$ cat src/common/oq_pkg.sv
package oq_pkg;

    ////////////////////////////////////////////////////////////
    // bus and metadata widths
    ////////////////////////////////////////////////////////////

    localparam int data_w = 32;
    // one keep bit per data byte
    localparam int keep_w = data_w / 8;
    localparam int user_w = 8;
    localparam int rank_w = 8;

    ////////////////////////////////////////////////////////////
    // buffer and calendar sizing
    ////////////////////////////////////////////////////////////

    localparam int addr_w = 6;
    localparam int buf_depth = 64;
    // used words at or above this raise almost-full
    localparam int buf_full_on = 48;
    localparam int pifo_depth = 8;
    // holds 0 .. pifo_depth
    localparam int pifo_cnt_w = 4;

    typedef logic [addr_w-1:0] buf_addr_t;
    // one extra bit so a full buffer still counts
    typedef logic [addr_w:0] buf_cnt_t;
    typedef logic [rank_w-1:0] rank_t;

    // one bus word as stored in the buffer
    typedef struct packed {
        logic [data_w-1:0] data;
        logic [keep_w-1:0] keep;
        logic [user_w-1:0] user;
        logic              last;
    } pkt_word_t;

    // calendar entry, sorted on rank
    typedef struct packed {
        rank_t     rank;
        buf_addr_t sop_addr;
    } pkt_desc_t;

    // dequeue FSM
    typedef enum logic [1:0] {
        deq_idle  = 2'd0,
        deq_fetch = 2'd1,
        deq_send  = 2'd2
    } deq_state_e;

endpackage

$ cat src/pkt_buffer/buffer_addr_manager.sv
`timescale 1ns/1ns

module buffer_addr_manager
(
    input  logic              axis_aclk,
    input  logic              axis_resetn,
    input  logic              wr_en,
    input  logic              free_en,
    input  oq_pkg::buf_addr_t free_addr,
    input  oq_pkg::buf_addr_t link_addr,
    output oq_pkg::buf_addr_t fl_head,
    output oq_pkg::buf_addr_t rd_link,
    output oq_pkg::buf_cnt_t  buf_count,
    output logic              buf_almost_full
);
    import oq_pkg::*;

    // next-address table, shared by free and used chains
    buf_addr_t link_tbl [buf_depth];
    buf_addr_t fl_tail;
    buf_cnt_t  cnt_nxt;

    ////////////////////////////////////////////////////////////
    // free list and link table
    ////////////////////////////////////////////////////////////

    always_ff @(posedge axis_aclk)
    begin
        if (!axis_resetn)
        begin
            // chain every word in address order
            for (int i = 0; i < buf_depth; i++)
                link_tbl[i] <= buf_addr_t'(i + 1);
            fl_head <= '0;
            fl_tail <= buf_addr_t'(buf_depth - 1);
        end
        else
        begin
            // allocate: head moves along its own link
            if (wr_en)
                fl_head <= link_tbl[fl_head];
            // release: hang the address behind the tail
            if (free_en)
            begin
                link_tbl[fl_tail] <= free_addr;
                fl_tail <= free_addr;
            end
        end
    end

    // link of the word being read, valid with its data
    always_ff @(posedge axis_aclk)
    begin
        if (free_en)
            rd_link <= link_tbl[link_addr];
    end

    ////////////////////////////////////////////////////////////
    // occupancy
    ////////////////////////////////////////////////////////////

    always_comb
    begin
        cnt_nxt = buf_count;
        if (wr_en && !free_en)
            cnt_nxt = buf_count + 1'b1;
        else if (free_en && !wr_en)
            cnt_nxt = buf_count - 1'b1;
    end

    always_ff @(posedge axis_aclk)
    begin
        if (!axis_resetn)
        begin
            buf_count       <= '0;
            buf_almost_full <= 1'b0;
        end
        else
        begin
            buf_count       <= cnt_nxt;
            buf_almost_full <= (cnt_nxt >= buf_full_on);
        end
    end

    // keep two free words so the head link is always valid
    a_no_write_near_full : assert property (
        @(posedge axis_aclk) disable iff (!axis_resetn)
        wr_en |-> buf_count < buf_cnt_t'(buf_depth - 1)
    );

    a_no_free_when_empty : assert property (
        @(posedge axis_aclk) disable iff (!axis_resetn)
        free_en |-> buf_count != '0
    );

endmodule

$ cat src/pkt_buffer/pkt_buffer.sv
`timescale 1ns/1ns

module pkt_buffer
(
    input  logic              axis_aclk,
    input  logic              axis_resetn,
    input  logic              wr_en,
    input  oq_pkg::pkt_word_t wr_word,
    input  logic              rd_en,
    input  oq_pkg::buf_addr_t rd_addr,
    output oq_pkg::buf_addr_t fl_head,
    output oq_pkg::pkt_word_t rd_word,
    output oq_pkg::buf_addr_t rd_link,
    output oq_pkg::buf_cnt_t  buf_count,
    output logic              buf_almost_full
);
    import oq_pkg::*;

    // word storage
    pkt_word_t mem [buf_depth];

    ////////////////////////////////////////////////////////////
    // word memory with one cycle read
    ////////////////////////////////////////////////////////////

    always_ff @(posedge axis_aclk)
    begin
        // writes always go to the free-list head
        if (wr_en)
            mem[fl_head] <= wr_word;
        // registered read port
        if (rd_en)
            rd_word <= mem[rd_addr];
    end

    ////////////////////////////////////////////////////////////
    // address bookkeeping
    ////////////////////////////////////////////////////////////

    // a read returns its word to the free list
    // and looks up the word that follows it
    buffer_addr_manager u_addr_mgr
    (
        .axis_aclk       (axis_aclk),
        .axis_resetn     (axis_resetn),
        .wr_en           (wr_en),
        .free_en         (rd_en),
        .free_addr       (rd_addr),
        .link_addr       (rd_addr),
        .fl_head         (fl_head),
        .rd_link         (rd_link),
        .buf_count       (buf_count),
        .buf_almost_full (buf_almost_full)
    );

endmodule

$ cat src/verilog/output_queue.sv
`timescale 1ns/1ns

module output_queue
(
    input  logic              axis_aclk,
    input  logic              axis_resetn,
    input  logic              in_valid,
    input  oq_pkg::pkt_word_t in_word,
    input  oq_pkg::rank_t     in_rank,
    input  logic              out_ready,
    output logic              out_valid,
    output oq_pkg::pkt_word_t out_word,
    output logic              buf_almost_full,
    output logic              pifo_full,
    output oq_pkg::buf_cnt_t  buf_count
);
    import oq_pkg::*;

    ////////////////////////////////////////////////////////////
    // internal nets
    ////////////////////////////////////////////////////////////

    // enqueue to buffer
    logic      wr_en;
    pkt_word_t wr_word;
    buf_addr_t fl_head;
    // enqueue to calendar
    logic      ins_en;
    pkt_desc_t ins_desc;
    // calendar to dequeue
    logic      pop_en;
    pkt_desc_t pifo_top;
    logic      pifo_empty;
    // dequeue to buffer and back
    logic      rd_en;
    buf_addr_t rd_addr;
    pkt_word_t rd_word;
    buf_addr_t rd_link;

    // producer
    pkt_enqueue u_enqueue
    (
        .axis_aclk       (axis_aclk),
        .axis_resetn     (axis_resetn),
        .in_valid        (in_valid),
        .in_word         (in_word),
        .in_rank         (in_rank),
        .fl_head         (fl_head),
        .buf_almost_full (buf_almost_full),
        .wr_en           (wr_en),
        .wr_word         (wr_word),
        .ins_en          (ins_en),
        .ins_desc        (ins_desc)
    );

    // linked-list word store
    pkt_buffer u_buffer
    (
        .axis_aclk       (axis_aclk),
        .axis_resetn     (axis_resetn),
        .wr_en           (wr_en),
        .wr_word         (wr_word),
        .rd_en           (rd_en),
        .rd_addr         (rd_addr),
        .fl_head         (fl_head),
        .rd_word         (rd_word),
        .rd_link         (rd_link),
        .buf_count       (buf_count),
        .buf_almost_full (buf_almost_full)
    );

    // rank-ordered descriptors
    pifo_calendar u_calendar
    (
        .axis_aclk   (axis_aclk),
        .axis_resetn (axis_resetn),
        .ins_en      (ins_en),
        .ins_desc    (ins_desc),
        .pop_en      (pop_en),
        .pifo_top    (pifo_top),
        .pifo_empty  (pifo_empty),
        .pifo_full   (pifo_full)
    );

    // consumer
    pkt_dequeue u_dequeue
    (
        .axis_aclk   (axis_aclk),
        .axis_resetn (axis_resetn),
        .pifo_top    (pifo_top),
        .pifo_empty  (pifo_empty),
        .pop_en      (pop_en),
        .rd_en       (rd_en),
        .rd_addr     (rd_addr),
        .rd_word     (rd_word),
        .rd_link     (rd_link),
        .out_ready   (out_ready),
        .out_valid   (out_valid),
        .out_word    (out_word)
    );

endmodule

$ cat src/verilog/pifo_calendar.sv
`timescale 1ns/1ns

module pifo_calendar
(
    input  logic              axis_aclk,
    input  logic              axis_resetn,
    input  logic              ins_en,
    input  oq_pkg::pkt_desc_t ins_desc,
    input  logic              pop_en,
    output oq_pkg::pkt_desc_t pifo_top,
    output logic              pifo_empty,
    output logic              pifo_full
);
    import oq_pkg::*;

    // sorted entries, index 0 is the lowest rank
    pkt_desc_t entry     [pifo_depth];
    pkt_desc_t shifted   [pifo_depth];
    pkt_desc_t entry_nxt [pifo_depth];
    logic [pifo_cnt_w-1:0] cnt;
    logic [pifo_cnt_w-1:0] cnt_pop;
    logic [pifo_cnt_w-1:0] ins_pos;

    ////////////////////////////////////////////////////////////
    // pop first, then insert into the result
    ////////////////////////////////////////////////////////////

    always_comb
    begin
        cnt_pop = cnt - pifo_cnt_w'(pop_en);
        // pop shifts everything one slot down
        for (int i = 0; i < pifo_depth - 1; i++)
            shifted[i] = pop_en ? entry[i + 1] : entry[i];
        shifted[pifo_depth - 1] = entry[pifo_depth - 1];

        // behind every entry of equal or lower rank
        ins_pos = '0;
        for (int i = 0; i < pifo_depth; i++)
        begin
            if (i < cnt_pop && shifted[i].rank <= ins_desc.rank)
                ins_pos = ins_pos + 1'b1;
        end

        // open a gap at ins_pos
        entry_nxt[0] = (ins_en && ins_pos == '0) ? ins_desc : shifted[0];
        for (int i = 1; i < pifo_depth; i++)
        begin
            if (!ins_en || i < ins_pos)
                entry_nxt[i] = shifted[i];
            else if (i == ins_pos)
                entry_nxt[i] = ins_desc;
            else
                entry_nxt[i] = shifted[i - 1];
        end
    end

    // slots past cnt are don't care
    always_ff @(posedge axis_aclk)
    begin
        entry <= entry_nxt;
    end

    always_ff @(posedge axis_aclk)
    begin
        if (!axis_resetn)
            cnt <= '0;
        else
            cnt <= cnt_pop + pifo_cnt_w'(ins_en);
    end

    // head and status
    assign pifo_top   = entry[0];
    assign pifo_empty = (cnt == '0);
    assign pifo_full  = (cnt == pifo_cnt_w'(pifo_depth));

    // a same cycle pop makes room
    a_no_insert_when_full : assert property (
        @(posedge axis_aclk) disable iff (!axis_resetn)
        ins_en |-> !pifo_full || pop_en
    );

    a_no_pop_when_empty : assert property (
        @(posedge axis_aclk) disable iff (!axis_resetn)
        pop_en |-> !pifo_empty
    );

endmodule

$ cat src/verilog/pkt_dequeue.sv
`timescale 1ns/1ns

module pkt_dequeue
(
    input  logic              axis_aclk,
    input  logic              axis_resetn,
    input  oq_pkg::pkt_desc_t pifo_top,
    input  logic              pifo_empty,
    output logic              pop_en,
    output logic              rd_en,
    output oq_pkg::buf_addr_t rd_addr,
    input  oq_pkg::pkt_word_t rd_word,
    input  oq_pkg::buf_addr_t rd_link,
    input  logic              out_ready,
    output logic              out_valid,
    output oq_pkg::pkt_word_t out_word
);
    import oq_pkg::*;

    deq_state_e state;
    deq_state_e state_nxt;
    // current word accepted downstream
    logic       xfer;

    assign xfer = out_valid && out_ready;

    ////////////////////////////////////////////////////////////
    // next state, pop and read strobes
    ////////////////////////////////////////////////////////////

    always_comb
    begin
        state_nxt = state;
        pop_en    = 1'b0;
        rd_en     = 1'b0;
        // chain walk by default
        rd_addr   = rd_link;
        unique case (state)
            deq_idle:
            begin
                // take the lowest rank packet, read its first word
                if (out_ready && !pifo_empty)
                begin
                    pop_en    = 1'b1;
                    rd_en     = 1'b1;
                    rd_addr   = pifo_top.sop_addr;
                    state_nxt = deq_fetch;
                end
            end
            deq_fetch:
            begin
                // read data lands in the output register
                state_nxt = deq_send;
            end
            deq_send:
            begin
                if (xfer)
                begin
                    if (out_word.last)
                        state_nxt = deq_idle;
                    else
                    begin
                        // follow the link to the next word
                        rd_en     = 1'b1;
                        state_nxt = deq_fetch;
                    end
                end
            end
            default:
                state_nxt = deq_idle;
        endcase
    end

    ////////////////////////////////////////////////////////////
    // state and registered output
    ////////////////////////////////////////////////////////////

    always_ff @(posedge axis_aclk)
    begin
        if (!axis_resetn)
        begin
            state     <= deq_idle;
            out_valid <= 1'b0;
        end
        else
        begin
            state <= state_nxt;
            if (state == deq_fetch)
                out_valid <= 1'b1;
            else if (xfer)
                out_valid <= 1'b0;
        end
    end

    // output word only changes on a fresh buffer read
    always_ff @(posedge axis_aclk)
    begin
        if (state == deq_fetch)
            out_word <= rd_word;
    end

    // back-pressure holds the word in place
    a_out_stable : assert property (
        @(posedge axis_aclk) disable iff (!axis_resetn)
        out_valid && !out_ready |=> out_valid && $stable(out_word)
    );

endmodule

$ cat src/verilog/pkt_enqueue.sv
`timescale 1ns/1ns

module pkt_enqueue
(
    input  logic              axis_aclk,
    input  logic              axis_resetn,
    input  logic              in_valid,
    input  oq_pkg::pkt_word_t in_word,
    input  oq_pkg::rank_t     in_rank,
    input  oq_pkg::buf_addr_t fl_head,
    input  logic              buf_almost_full,
    output logic              wr_en,
    output oq_pkg::pkt_word_t wr_word,
    output logic              ins_en,
    output oq_pkg::pkt_desc_t ins_desc
);
    import oq_pkg::*;

    // input side packet boundary tracking
    logic      in_first;
    // delayed copy, marks the word now being written
    logic      sop_d1;
    rank_t     rank_d1;
    buf_addr_t sop_addr_q;

    ////////////////////////////////////////////////////////////
    // input register stage
    ////////////////////////////////////////////////////////////

    always_ff @(posedge axis_aclk)
    begin
        if (!axis_resetn)
        begin
            wr_en    <= 1'b0;
            in_first <= 1'b1;
            sop_d1   <= 1'b0;
        end
        else
        begin
            wr_en  <= in_valid;
            sop_d1 <= in_valid && in_first;
            // next word starts a packet only after a last
            if (in_valid)
                in_first <= in_word.last;
        end
    end

    // word and rank payload
    always_ff @(posedge axis_aclk)
    begin
        wr_word <= in_word;
        rank_d1 <= in_rank;
        // first word lands at the free-list head
        if (wr_en && sop_d1)
            sop_addr_q <= fl_head;
    end

    ////////////////////////////////////////////////////////////
    // descriptor on the last word
    ////////////////////////////////////////////////////////////

    always_comb
    begin
        ins_en = wr_en && wr_word.last;
        ins_desc.rank = rank_d1;
        // single word packet, head is still the start
        ins_desc.sop_addr = sop_d1 ? fl_head : sop_addr_q;
    end

    // source has to hold off new packets near full
    a_no_sop_when_almost_full : assert property (
        @(posedge axis_aclk) disable iff (!axis_resetn)
        in_valid && in_first |-> !buf_almost_full
    );

endmodule
$ cat config.mk
export PLATFORM = sky130hd
export DESIGN_NAME = output_queue
export DESIGN_NICKNAME = d
export VERILOG_FILES = /design/src/common/oq_pkg.sv /design/src/pkt_buffer/buffer_addr_manager.sv /design/src/pkt_buffer/pkt_buffer.sv /design/src/verilog/output_queue.sv /design/src/verilog/pifo_calendar.sv /design/src/verilog/pkt_dequeue.sv /design/src/verilog/pkt_enqueue.sv
export SDC_FILE = /design/constraint.sdc
export NUM_CORES = 2
export LEC_CHECK = 0
export ABC_AREA = 1
export BUFFER_PORTS_ARGS = -buffer_cell sky130_fd_sc_hd__buf_2
export CORE_MARGIN = 2
export CORE_UTILIZATION = 28
export CTS_CLUSTER_DIAMETER = 60
export DETAILED_ROUTE_END_ITERATION = 10
export PLACE_DENSITY_LB_ADDON = 0.08
export SYNTH_ARGS = -nofsm -noshare
export SYNTH_HDL_FRONTEND = slang
export SYNTH_SLANG_ARGS = --single-unit
$ cat constraint.sdc
create_clock -name axis_aclk -period 7.35 [get_ports axis_aclk]
set_clock_uncertainty 0.15 [all_clocks]
set_input_delay 0.3675 -clock axis_aclk [delete_from_list [all_inputs] [get_ports axis_aclk]]
set_output_delay 0.3675 -clock axis_aclk [all_outputs]
set_load 0.02 [all_outputs]
==> results.toml <==
[cts]
cts_buffers = 437
clockBufferDepth = 4
insertion_delay_ns = 1.01
clkSinkCount = 3561
clkTransAtPathRegs_ns = 0.06
cts-root-buf = "clkbuf_16"
cts_tree = "done"
h-tree-depth = 5

[timing]
drv_slew = 0
finalSetupTns_ns = 0
finalSetupViolations = 0
rsz0062_at_grt = "no"
fmax_ghz = 0.147
maxSlewHeadroom_pct = 9.47
min_period_ns = 6.81
final_hold_viol_count = 0
whs_ns = 0.0646
tightest_slew_ns = 1.36
layout_worst_path_cycle_share_pct = 92.6

[route]
routedWlPerCell_um = 29.9
drc = 0
ant_nets = 0
vias = 103274
vias_per_cell = 5.25
totalWireLength_mm = 588
drt-pass1-iter-count = 6
drt_first_iter_violations = 11141

[setup_path]
timing.critical_path.mode_cell = "nand2_1"
rr_startpoint = "u_calendar.cnt[1]"
timing.setup.critical_path_class = "reg2reg"
arrival_ns = 7.51
reg2reg_depth = 43
worst_setup_path_start_kind = "flip-flop"
worst_setup_path_end_kind = "flip-flop"
worstSetupStartpoint = "u_calendar.cnt[1]"
worstPathMaxFanout = 14
reg2reg_slack_ns = 0.54
crit_required_ns = 8.05
cpMaxStageDelayCell = "dfxtp_1"
slowest_delay_ns = 0.34
rr_endpoint = "u_calendar.entry[74]"

[global_route]
grt_max_degree = 175
grt_overflow = 0
antenna_found_initial = 45
grt_pass1_vias = 99362
track_usage_pct = 21.5
grt_pass1_wl_mm = 811

[floorplan]
die_w_um = 725
die_h_um = 725
rows = 264
start_util_pct = 28.1
io_pins = 112
coreArea_mm2 = 0.518
dieArea_mm2 = 0.526

[yosys]
synth_cells = 12096
yosys_most_used_dff = "edfxtp_1"
yosysWarnings = 0
yosysUniqueCellTypes = 54
synth_top_area_share_pct = 69.7
synth-seq-area-share_pct = 72.1
synth_top_area_cell = "edfxtp_1"
synth_edf_count = 3380
syn_nets = 12230
post-synth-top-count-cell = "edfxtp_1"
async_reset_ff_share_pct = 0
synth.ff_latch_count = 3561
postSynthAreaPerCell_um2 = 12.0
yosys-top-cells-count = "edfxtp_1 (3,380), nor2_1 (2,300), o21ai_0 (2,110)"
netlist_area_mm2 = 0.146
netlist_top_cells_area = "edfxtp_1 (70%), o21ai_0 (7.2%), nor2_1 (5.9%)"

[final_layout]
seq_area_mm2 = 0.105
multi_input_area_mm2 = 0.0365
nNetsFinal = 12511
drive_gt1_share_pct = 11.0
syn_to_final_growth_pct = 18.1
instances_no_fill = 19673
fillers = 51251
utilization_pct = 33.3

[power_and_ir_drop]
power.density_mw_per_mm2 = 513
fin_total_pwr_w = 0.0883
p_leak_nw = 55.9
peakVddDrop_mv = 0.824

[flow_run]
maxCapViolCount = 0

[run_status]
status = "complete, no violations"

[placed_design]
dpl.hpwl_mm = 332
io_buffer_count = 111
gp_congestion = 0.828
dp_cells = 18742

[min_path]
hold-path-endpoint = "u_enqueue.wr_word[17]"
hold_class = "in2reg"
hold_depth = 2
min_from = "in_word[17]"
## layer usage
layer | vias to the layer above | routed length (µm) | global-route usage (%)
met1 | 53626 | 272000 | 31.2
met3 | 786 | 34300 | 2.64
met5 | - | 26 | 0
li1 | 45155 | - | -
met4 | 4 | 14800 | 5.24
met2 | 3703 | 266000 | 34.0
## worst max-delay path by stage
stage	to	cells after the start
after floorplan	u_calendar.entry[10]	44
after global placement	u_calendar.entry[6]	42
after detailed placement	u_calendar.entry[12]	43
after CTS	u_calendar.entry[71]	43
after global routing	u_calendar.entry[60]	44
final	u_calendar.entry[74]	43
## registers in the layout, summed over array words and instances (netlist names), 8 cells and up
signal                        flops
u_calendar.pifo_top              14
u_buffer.rd_word                 45
u_dequeue.out_word               45
u_buffer.u_addr_mgr.link_tbl    384
u_enqueue.rank_d1                 8
u_calendar.entry                 98
u_enqueue.wr_word                45
u_buffer.mem                   2880
## layout by cell type (no fill, tap or decap), drive strengths merged, types with 3 or more instances in the layout
cell type / n
inv: 400
xor2: 7
clkbuf: 566
o221ai: 214
nand2: 1062
nor3: 19
a22oi: 48
dlygate4sd3: 107
o311ai: 34
o2111ai: 4
nand3: 241
clkinv: 171
or2: 38
nand4: 94
bufinv: 26
o2bb2ai: 8
a22o: 12
buf: 596
ha: 77
o22ai: 751
mux2i: 20
diode: 14
o21ai: 2133
a221oi: 58
nand3b: 3
a21oi: 105
o211ai: 51
nor2: 2307
edfxtp: 3380
dfxtp: 181
clkinvlp: 18
## worst max-delay path, delay by kind of cell, from the launching register on
kind | cells | cell delay, ns
and+or+nand+nor | 18 | 2.27
adders and majority gates | 7 | 1.88
AOI/OAI and AO/OA | 8 | 1.10
buffers and inverters | 10 | 0.97
DFF | 1 | 0.34
## area by class of cell
| cell class | count | area share [%] |
|---|---|---|
| well taps | 6916 | 5.03 |
| inverters | 376 | 0.847 |
| clock buffers | 566 | 6.78 |
| diodes | 14 | 0.0204 |
| clock inverters | 239 | 1.27 |
| multi-input cells | 7298 | 21.2 |
| flip-flops and latches | 3561 | 61.1 |
| repair buffers | 703 | 3.75 |
## metrics by stage
| stage | area [µm²] | setup slack [ns] |
|---|---|---|
| final | 172000 | 0.542 |
| after global routing | 172000 | 0.0121 |
| after CTS | 172000 | 0.257 |
| after detailed placement | 157000 | 0.117 |
| after global placement | 157000 | 0.0698 |
| after floorplan | 146000 | 0.313 |
## cell families after synthesis
family,after synthesis,synth area share [%]
AOI/OAI and AO/OA,3427,13.5
xor gates and xnor gates,8,0.0661
adders and majority gates,77,0.661
buffers and inverters,1237,3.27
DFF,3561,72.1
muxes,20,0.137
and+or+nand+nor,3766,10.2
## power by group
group	switching [W]	leakage [nW]	total [W]	internal [W]
clock	0.00893	6.72	0.0211	0.0121
combinational	0.0310	17.4	0.0434	0.0125
sequential	0.000567	31.8	0.0238	0.0232
total	0.0405	55.9	0.0883	0.0478
## repair_timing
item,CTS,global route
setup endpoints to repair,0,110
endpoints found under the hold margin,218,0
hold buffers,107,0
setup buffers,0,5
gates resized for setup,0,15
Power figures use the tool's default switching activity.
